File: src/logic/rv32i_pkg.sv
//================================================
// RV32I instruction-set definitions
// Widths, field positions, opcodes and load widths
//================================================

`default_nettype none

package rv32i_pkg;

    //================================================
    // Widths
    //================================================
    localparam int XLEN       = 32;         // Data and address width
    localparam int REG_ADDR_W = 5;          // Register file index
    localparam int BYTE_OFS_W = 2;          // Byte lane within a word

    //================================================
    // Instruction field positions
    //================================================
    localparam int OPCODE_LSB = 0;
    localparam int OPCODE_MSB = 6;
    localparam int RD_LSB     = 7;
    localparam int RD_MSB     = 11;
    localparam int FUNCT3_LSB = 12;
    localparam int FUNCT3_MSB = 14;
    localparam int IMM12_LSB  = 20;         // I-type immediate
    localparam int IMM12_MSB  = 31;
    localparam int UIMM_LSB   = 12;         // Bottom of U-type immediate

    // Major opcodes of the base integer set
    typedef enum logic [OPCODE_MSB-OPCODE_LSB:0] {
        OP     = 7'b0110011,                // Register-register ALU
        OP_IMM = 7'b0010011,                // Register-immediate ALU
        LOAD   = 7'b0000011,
        STORE  = 7'b0100011,
        BRANCH = 7'b1100011,
        JAL    = 7'b1101111,
        JALR   = 7'b1100111,
        LUI    = 7'b0110111,
        AUIPC  = 7'b0010111,
        SYSTEM = 7'b1110011                 // ECALL and EBREAK
    } opcode_e;

    // funct3 of LOAD
    typedef enum logic [FUNCT3_MSB-FUNCT3_LSB:0] {
        LB  = 3'b000,
        LH  = 3'b001,
        LW  = 3'b010,
        LBU = 3'b100,
        LHU = 3'b101
    } load_f3_e;

    localparam logic [XLEN-1:0] NOP_INST     = 32'h0000_0013;  // addi x0, x0, 0
    localparam logic [11:0]     EBREAK_IMM12 = 12'h001;        // SYSTEM imm12 of EBREAK

endpackage

`default_nettype wire

File: src/logic/wb_pkg.sv
//================================================
// Write-back stage definitions
// Result sources and stage constants
//================================================

`default_nettype none

package wb_pkg;

    localparam int SRC_W = 3;               // Result source select width

    // Origin of the register write value
    typedef enum logic [SRC_W-1:0] {
        SRC_ALU   = 3'd0,                   // ALU result from execute
        SRC_LOAD  = 3'd1,                   // Aligned load data
        SRC_LINK  = 3'd2,                   // Return address of JAL/JALR
        SRC_UIMM  = 3'd3,                   // LUI immediate
        SRC_AUIPC = 3'd4                    // PC plus U immediate
    } wb_src_e;

    // Return address increment
    localparam logic [rv32i_pkg::XLEN-1:0] PC_STEP = 32'd4;

endpackage

`default_nettype wire

File: src/logic/mem_wb_reg.sv
//================================================
// MEM/WB pipeline register
// Holds one instruction, resets to a NOP bubble
//================================================

`default_nettype none
`timescale 1ns/10ps

module mem_wb_reg (
    input  logic                               i_clk,
    input  logic                               i_rst,             // Sync, active high
    input  logic                               i_valid,           // Instruction strobe
    input  logic [rv32i_pkg::XLEN-1:0]         i_inst,
    input  logic [rv32i_pkg::XLEN-1:0]         i_pc,
    input  logic [rv32i_pkg::XLEN-1:0]         i_next_pc,
    input  logic [rv32i_pkg::XLEN-1:0]         i_alu_result,
    input  logic [rv32i_pkg::BYTE_OFS_W-1:0]   i_byte_offset,     // Low address bits
    input  logic                               i_unaligned_pc,
    input  logic                               i_unaligned_mem,
    output logic                               o_valid,
    output logic [rv32i_pkg::XLEN-1:0]         o_inst,
    output logic [rv32i_pkg::XLEN-1:0]         o_pc,
    output logic [rv32i_pkg::XLEN-1:0]         o_next_pc,
    output logic [rv32i_pkg::XLEN-1:0]         o_alu_result,
    output logic [rv32i_pkg::BYTE_OFS_W-1:0]   o_byte_offset,
    output logic                               o_unaligned_pc,
    output logic                               o_unaligned_mem
);

    import rv32i_pkg::*;

    //================================================
    // Capture on every edge, no stall
    //================================================
    always_ff @(posedge i_clk) begin
        if (i_rst) begin
            o_valid         <= 1'b0;        // Bubble
            o_inst          <= NOP_INST;    // Retire port shows a NOP
            o_pc            <= '0;
            o_next_pc       <= '0;
            o_alu_result    <= '0;
            o_byte_offset   <= '0;
            o_unaligned_pc  <= 1'b0;
            o_unaligned_mem <= 1'b0;
        end else begin
            o_valid         <= i_valid;
            o_inst          <= i_inst;
            o_pc            <= i_pc;
            o_next_pc       <= i_next_pc;
            o_alu_result    <= i_alu_result;
            o_byte_offset   <= i_byte_offset;
            o_unaligned_pc  <= i_unaligned_pc;
            o_unaligned_mem <= i_unaligned_mem;
        end
    end

endmodule

`default_nettype wire

File: src/logic/wb_ctrl.sv
//================================================
// Write-back control decode
// Result source, rd write, trap and halt
//================================================

`default_nettype none
`timescale 1ns/10ps

module wb_ctrl (
    input  logic                        i_valid,          // Registered strobe
    input  logic [rv32i_pkg::XLEN-1:0]  i_inst,           // Registered instruction
    input  logic                        i_unaligned_pc,
    input  logic                        i_unaligned_mem,
    output wb_pkg::wb_src_e             o_src,            // Write value select
    output logic                        o_writes_rd,      // Register file write
    output logic                        o_trap,
    output logic                        o_halt
);

    import rv32i_pkg::*;
    import wb_pkg::*;

    opcode_e                           opcode;
    logic [FUNCT3_MSB-FUNCT3_LSB:0]    funct3;
    logic [IMM12_MSB-IMM12_LSB:0]      imm12;
    logic                              dec_writes;        // Opcode has an rd
    logic                              dec_legal;         // Opcode is in RV32I
    logic                              is_ebreak;

    // Instruction fields
    assign opcode = opcode_e'(i_inst[OPCODE_MSB:OPCODE_LSB]);
    assign funct3 = i_inst[FUNCT3_MSB:FUNCT3_LSB];
    assign imm12  = i_inst[IMM12_MSB:IMM12_LSB];

    //================================================
    // Opcode decode
    //================================================
    always_comb begin
        o_src      = SRC_ALU;               // OP, OP_IMM and non-writers
        dec_writes = 1'b0;
        dec_legal  = 1'b1;
        case (opcode)
            OP, OP_IMM: begin
                dec_writes = 1'b1;
            end
            LOAD: begin
                o_src      = SRC_LOAD;
                dec_writes = 1'b1;
            end
            JAL, JALR: begin
                o_src      = SRC_LINK;      // Return address
                dec_writes = 1'b1;
            end
            LUI: begin
                o_src      = SRC_UIMM;
                dec_writes = 1'b1;
            end
            AUIPC: begin
                o_src      = SRC_AUIPC;
                dec_writes = 1'b1;
            end
            STORE, BRANCH, SYSTEM: begin
                dec_writes = 1'b0;          // No destination
            end
            default: begin
                dec_legal  = 1'b0;          // Undefined opcode
            end
        endcase
    end

    // EBREAK is SYSTEM, funct3 zero, imm12 one
    assign is_ebreak = (opcode == SYSTEM) && (funct3 == '0) && (imm12 == EBREAK_IMM12);

    assign o_writes_rd = i_valid && dec_writes;
    assign o_trap      = i_valid && (!dec_legal || i_unaligned_pc || i_unaligned_mem);
    assign o_halt      = o_trap || (i_valid && is_ebreak);  // Any trap stops the core

endmodule

`default_nettype wire

File: src/logic/load_align.sv
//================================================
// Load data alignment
// Picks and extends the loaded byte or halfword
//================================================

`default_nettype none
`timescale 1ns/10ps

module load_align (
    input  logic [rv32i_pkg::FUNCT3_MSB-rv32i_pkg::FUNCT3_LSB:0] i_funct3,      // Load width
    input  logic [rv32i_pkg::BYTE_OFS_W-1:0]                   i_byte_offset,
    input  logic [rv32i_pkg::XLEN-1:0]                         i_rdata,       // Raw memory word
    output logic [rv32i_pkg::XLEN-1:0]                         o_load_data
);

    import rv32i_pkg::*;

    load_f3_e     width;
    logic [7:0]   lane_byte;                // Byte at the offset
    logic [15:0]  lane_half;                // Half chosen by offset[1]

    assign width     = load_f3_e'(i_funct3);
    assign lane_byte = i_rdata[8*i_byte_offset +: 8];
    assign lane_half = i_byte_offset[1] ? i_rdata[31:16] : i_rdata[15:0];

    //================================================
    // Extension by width
    //================================================
    always_comb begin
        case (width)
            LB:      o_load_data = {{(XLEN-8){lane_byte[7]}}, lane_byte};    // Sign extend
            LBU:     o_load_data = {{(XLEN-8){1'b0}}, lane_byte};            // Zero extend
            LH:      o_load_data = {{(XLEN-16){lane_half[15]}}, lane_half};
            LHU:     o_load_data = {{(XLEN-16){1'b0}}, lane_half};
            default: o_load_data = i_rdata;                                  // LW and others
        endcase
    end

endmodule

`default_nettype wire

File: src/logic/wb_select.sv
//================================================
// Write-back result select
// Builds the register write value
//================================================

`default_nettype none
`timescale 1ns/10ps

module wb_select (
    input  wb_pkg::wb_src_e             i_src,
    input  logic [rv32i_pkg::XLEN-1:0]  i_alu_result,
    input  logic [rv32i_pkg::XLEN-1:0]  i_load_data,      // Aligned load value
    input  logic [rv32i_pkg::XLEN-1:0]  i_pc,
    input  logic [rv32i_pkg::XLEN-1:0]  i_inst,
    output logic [rv32i_pkg::XLEN-1:0]  o_rd_data
);

    import rv32i_pkg::*;
    import wb_pkg::*;

    logic [XLEN-1:0] uimm;                  // U-type immediate, low bits zero
    logic [XLEN-1:0] link_addr;             // pc + 4
    logic [XLEN-1:0] auipc_sum;

    assign uimm      = {i_inst[XLEN-1:UIMM_LSB], {UIMM_LSB{1'b0}}};
    assign link_addr = i_pc + PC_STEP;
    assign auipc_sum = i_pc + uimm;

    always_comb begin
        case (i_src)
            SRC_LOAD:  o_rd_data = i_load_data;
            SRC_LINK:  o_rd_data = link_addr;    // JAL, JALR
            SRC_UIMM:  o_rd_data = uimm;         // LUI
            SRC_AUIPC: o_rd_data = auipc_sum;
            default:   o_rd_data = i_alu_result; // SRC_ALU
        endcase
    end

endmodule

`default_nettype wire

File: src/logic/wb_stage.sv
//================================================
// RV32I write-back stage
// Register file write and instruction retire
//================================================

`default_nettype none
`timescale 1ns/10ps

module wb_stage (
    input  logic                               i_clk,
    input  logic                               i_rst,             // Sync, active high
    // From memory stage
    input  logic                               i_valid,           // One instruction per strobe
    input  logic [rv32i_pkg::XLEN-1:0]         i_inst,
    input  logic [rv32i_pkg::XLEN-1:0]         i_pc,
    input  logic [rv32i_pkg::XLEN-1:0]         i_next_pc,
    input  logic [rv32i_pkg::XLEN-1:0]         i_alu_result,
    input  logic [rv32i_pkg::BYTE_OFS_W-1:0]   i_byte_offset,     // Load address low bits
    input  logic                               i_unaligned_pc,
    input  logic                               i_unaligned_mem,
    // Data memory, one cycle after the strobe
    input  logic [rv32i_pkg::XLEN-1:0]         i_dmem_rdata,
    // Register file write port
    output logic [rv32i_pkg::REG_ADDR_W-1:0]   o_wb_rd,
    output logic [rv32i_pkg::XLEN-1:0]         o_wb_rd_data,
    output logic                               o_wb_reg_write,
    // Retire port
    output logic                               o_retire_valid,
    output logic [rv32i_pkg::XLEN-1:0]         o_retire_inst,
    output logic                               o_retire_trap,
    output logic                               o_retire_halt,
    output logic [rv32i_pkg::REG_ADDR_W-1:0]   o_retire_rd_waddr,
    output logic [rv32i_pkg::XLEN-1:0]         o_retire_rd_wdata,
    output logic [rv32i_pkg::XLEN-1:0]         o_retire_pc,
    output logic [rv32i_pkg::XLEN-1:0]         o_retire_next_pc
);

    import rv32i_pkg::*;
    import wb_pkg::*;

    logic                   reg_valid;
    logic [XLEN-1:0]        reg_inst;
    logic [XLEN-1:0]        reg_pc;
    logic [XLEN-1:0]        reg_next_pc;
    logic [XLEN-1:0]        reg_alu_result;
    logic [BYTE_OFS_W-1:0]  reg_byte_offset;
    logic                   reg_unaligned_pc;
    logic                   reg_unaligned_mem;
    wb_src_e                src;                // Chosen result source
    logic                   writes_rd;
    logic [XLEN-1:0]        load_data;

    //================================================
    // MEM/WB register
    //================================================
    mem_wb_reg u_mem_wb_reg (
        .i_clk           (i_clk),
        .i_rst           (i_rst),
        .i_valid         (i_valid),
        .i_inst          (i_inst),
        .i_pc            (i_pc),
        .i_next_pc       (i_next_pc),
        .i_alu_result    (i_alu_result),
        .i_byte_offset   (i_byte_offset),
        .i_unaligned_pc  (i_unaligned_pc),
        .i_unaligned_mem (i_unaligned_mem),
        .o_valid         (reg_valid),
        .o_inst          (reg_inst),
        .o_pc            (reg_pc),
        .o_next_pc       (reg_next_pc),
        .o_alu_result    (reg_alu_result),
        .o_byte_offset   (reg_byte_offset),
        .o_unaligned_pc  (reg_unaligned_pc),
        .o_unaligned_mem (reg_unaligned_mem)
    );

    //================================================
    // Decode, load alignment and result select
    //================================================
    wb_ctrl u_wb_ctrl (
        .i_valid         (reg_valid),
        .i_inst          (reg_inst),
        .i_unaligned_pc  (reg_unaligned_pc),
        .i_unaligned_mem (reg_unaligned_mem),
        .o_src           (src),
        .o_writes_rd     (writes_rd),
        .o_trap          (o_retire_trap),
        .o_halt          (o_retire_halt)
    );

    load_align u_load_align (
        .i_funct3        (reg_inst[FUNCT3_MSB:FUNCT3_LSB]),
        .i_byte_offset   (reg_byte_offset),
        .i_rdata         (i_dmem_rdata),        // Arrives in the WB cycle
        .o_load_data     (load_data)
    );

    wb_select u_wb_select (
        .i_src           (src),
        .i_alu_result    (reg_alu_result),
        .i_load_data     (load_data),
        .i_pc            (reg_pc),
        .i_inst          (reg_inst),
        .o_rd_data       (o_wb_rd_data)
    );

    // Register file port
    assign o_wb_rd        = reg_inst[RD_MSB:RD_LSB];
    assign o_wb_reg_write = writes_rd;

    // Retire port
    assign o_retire_valid    = reg_valid;
    assign o_retire_inst     = reg_inst;
    assign o_retire_rd_waddr = writes_rd ? o_wb_rd : '0;   // Zero when nothing is written
    assign o_retire_rd_wdata = o_wb_rd_data;
    assign o_retire_pc       = reg_pc;
    assign o_retire_next_pc  = reg_next_pc;

endmodule

`default_nettype wire

File: config.mk
export PLATFORM = sky130hd
export DESIGN_NAME = wb_stage
export DESIGN_NICKNAME = d
export VERILOG_FILES = /design/src/logic/rv32i_pkg.sv /design/src/logic/wb_pkg.sv /design/src/logic/mem_wb_reg.sv /design/src/logic/wb_ctrl.sv /design/src/logic/load_align.sv /design/src/logic/wb_select.sv /design/src/logic/wb_stage.sv
export SDC_FILE = /design/constraint.sdc
export NUM_CORES = 1
export LEC_CHECK = 0
export ABC_AREA = 1
export BUFFER_PORTS_ARGS = -buffer_cell sky130_fd_sc_hd__clkbuf_2
export CELL_PAD_IN_SITES_DETAIL_PLACEMENT = 0
export CELL_PAD_IN_SITES_GLOBAL_PLACEMENT = 2
export CORE_ASPECT_RATIO = 0.5
export CORE_MARGIN = 10
export CORE_UTILIZATION = 22
export DETAILED_ROUTE_END_ITERATION = 7
export MAX_ROUTING_LAYER = met4
export PLACE_DENSITY_LB_ADDON = 0.2
export SYNTH_ARGS = -nofsm -noshare
export SYNTH_HDL_FRONTEND = slang
export SYNTH_SLANG_ARGS = --single-unit
File: constraint.sdc
create_clock -name i_clk -period 3.05 [get_ports i_clk]
set_clock_uncertainty 0.15 [all_clocks]
set_input_delay 0.61 -clock i_clk [delete_from_list [all_inputs] [get_ports i_clk]]
set_output_delay 0.61 -clock i_clk [all_outputs]
set_load 0.01 [all_outputs]
==> flow_metrics.tcl <==
set metrics [dict create \
    status "complete, but fails checks" \
    violations "negative setup slack" \
    post-place-ws_ns 0.0255 \
    core.rowCount 49 \
    grt_overflow 0 \
    dr_total_vias 9036 \
    syn_to_final_growth_pct 48.6 \
    hold_class "in2reg" \
    layout.nets 1820 \
    slowest_stage "fa_2" \
    setup_slack_ns -0.0105 \
    antenna_left 0 \
    viasPerCell 4.24 \
    synth_area_leaders "dfxtp_1 33%, nand2_1 15%, inv_1 12%, nor2_1 11%, nand3_1 5.8%" \
    routed_wl_um 39500 \
    fin_cells 2131 \
    die_y_um 155 \
    leakage_nw 6.24 \
    drtPass1Iterations 5 \
    port_buffers 340 \
    synth_edf_count 0 \
    dp_cells 2082 \
    ir_drop_v 0.000422 \
    synth_xor_area_share_pct 0.550 \
    synth_seq_cells 133 \
    ys_async_sr_fraction_pct 0 \
    fmax_mhz 327 \
    crit_path_frequent_cell "nand2_2" \
    power.total_mw 5.10 \
    ys_seq_area_share_pct 33.4 \
    synth_top_family_by_area "simple AND/OR/NAND/NOR gates" \
    arrival_ns 2.30 \
    tns_ns -0.0193 \
    yosysTopAreaCellShare_pct 33.4 \
    crit_type "reg2out" \
    setup_viol 2 \
    hold_buffers 0 \
    cts_tree "built" \
    grt_pass1_vias 9314 \
    synth-simple-area-share_pct 38.0 \
    cts-root-buf "clkbuf_16" \
    crit_required_ns 2.29 \
    synth.distinct_cells 38 \
    dp_hpwl_um 32400 \
    wl_per_cell_um 18.5 \
    final_common_cell "clkbuf_2" \
    yosysWarningCount 0 \
    critPathCaptureType "output port" \
    clk_path_buf_depth 2 \
    synthesis.nets 1469 \
    ios 341 \
    synth_adder_area_share_pct 3.39 \
    synth_compound_area_share_pct 6.71 \
    drtIter0Drc 504 \
    worst_pin_slew_ns 0.567 \
    synthCells 1281 \
    fin_crit_ns 3.06 \
    antenna_found_initial 3 \
    drc 0 \
    finalMaxSlewViolations 0 \
    powerDensity_nw_per_um2 431 \
    clkSinkCount 133 \
    numCtsBuffers 17 \
    gp_congestion 0.876 \
    final_layout_size_suffix_gt1_share_pct 39.1 \
    die_w_um 289 \
    rsz0062_at_grt "yes" \
    core_area_um2 35800 \
    path_cells "inv_4 > fa_2 > inv_2 > nand3_2 > nand3_4 > nand2_2 > nand2_2 > nand2_2 > nand3_2 > o21ai_4 > nor2_2 > nand2_1 > clkbuf_2" \
    die-area_um2 44700 \
    grt_max_degree 61 \
    clk_pin_slew_ns 0.07 \
    start_util_pct 22.2 \
    synthesis.area_um2 7960 \
    maxSlewHeadroom_pct 62.1 \
    gr-usage-all-layers_pct 17.6 \
    h-tree-depth 4 \
    path_max_fanout 6 \
    maxCapViolCount 0 \
    final_cell_mix "327 x clkbuf_2, 282 x nand2_1, 236 x inv_1" \
    synth.largest_area_cell "dfxtp_1" \
    synth_mux_area_share_pct 0 \
    period_share_pct 100 \
    start_kind "flop" \
    grt_pass1_wl_um 57400 \
    avgSynthCellArea_um2 6.22 \
    hold_viol 0 \
    synth_top_flop_cell "dfxtp_1" \
    critical-path-max-stage-delay_ns 0.43 \
]
## final timing paths
path  cells after the start  slack (ns)                 endpoint                    start
max                      13       -0.01         o_wb_rd_data[20]  u_mem_wb_reg.o_inst[13]
min                       3        0.19  u_mem_wb_reg.o_inst[17]               i_inst[17]
## where the power goes
part           leakage, nW  internal (mW)  switching (mW)
clock                0.280           1.23           0.886
sequential            1.12           1.84          0.0803
combinational         4.84          0.447           0.622
## through the flow
stage / utilization, % / instance area (µm²) / hold WS [ns]
3_3_place_gp: 28.6 / 10200 / 0.648
4_1_cts: 31.7 / 11300 / 0.158
6_report: 33.0 / 11800 / 0.190
5_1_grt: 33.0 / 11800 / 0.176
2_1_floorplan: - / 7970 / 0.560
3_5_place_dp: 28.6 / 10200 / 0.647
## critical path, delay by kind of cell (launching register included)
family / cells / cell delay (ns)
AOI/OAI and AO/OA: 1 / 0.08
adders and majority gates: 1 / 0.43
buffers and inverters: 3 / 0.30
DFF: 1 / 0.40
and+or+nand+nor: 8 / 0.65
## layout make-up
class	instances	area (µm²)
multi-input cells	825	4610
diodes	3	7.51
fillers	4014	24000
inverters	251	960
clock inverters	13	149
clock buffers	18	439
well taps	484	606
flip-flops and latches	133	2720
repair buffers	404	2340
## flip-flops by register name, indices dropped and copies added, names as in the netlist
signal,cells
u_mem_wb_reg.o_alu_result,32
u_mem_wb_reg.o_byte_offset,2
u_mem_wb_reg.o_unaligned_mem,1
u_mem_wb_reg.o_inst,32
u_mem_wb_reg.o_pc,32
u_mem_wb_reg.o_valid,1
u_mem_wb_reg.o_unaligned_pc,1
u_mem_wb_reg.o_next_pc,32
## timing repair
action,4_1_cts,5_1_grt
pin swaps,21,33
gates cloned,1,2
setup endpoints to repair,42,50
setup buffers,4,9
endpoints found under the hold margin,0,0
resized for setup,119,117
## synth_stat cells, types with 3 or more instances
master and number:
buf_2 6, nand2_4 3, inv_1 244, nor3_4 3, xor2_1 5, nand3b_1 6, nor2_2 3, nand3_1 93
ha_1 20, o2111ai_1 10, nand2_1 317, a21o_1 3, or2_2 13, buf_6 5, buf_4 42, dfxtp_1 133
nor3_1 6, o211ai_1 16, clkbuf_1 20, o21ai_1 4, nand4_1 23, nor4_1 4, a21oi_1 27, inv_2 5
and2_1 3, nor2_1 229, o21ai_0 24
## logic make-up (layout without fill, tap and decap cells)
group / count (synthesis) / count (layout)
AOI/OAI and AO/OA: 88 / 88
xor gates and xnor gates: 5 / 5
DFF: 133 / 133
adders and majority gates: 21 / 21
buffers and inverters: 324 / 686
other: 0 / 3
and+or+nand+nor: 710 / 711
## metal layers
metal	routed length [µm]	share of wire, %	global-route usage (%)	vias to the layer above
li1	-	-	-	4577
met2	20900	53	31.7	166
met5	0	0	-	-
met3	1290	3.3	3.25	35
met1	16600	42	19.8	4258
met4	699	1.8	4.57	0
Note: power is estimated with default switching activity, not from simulation.
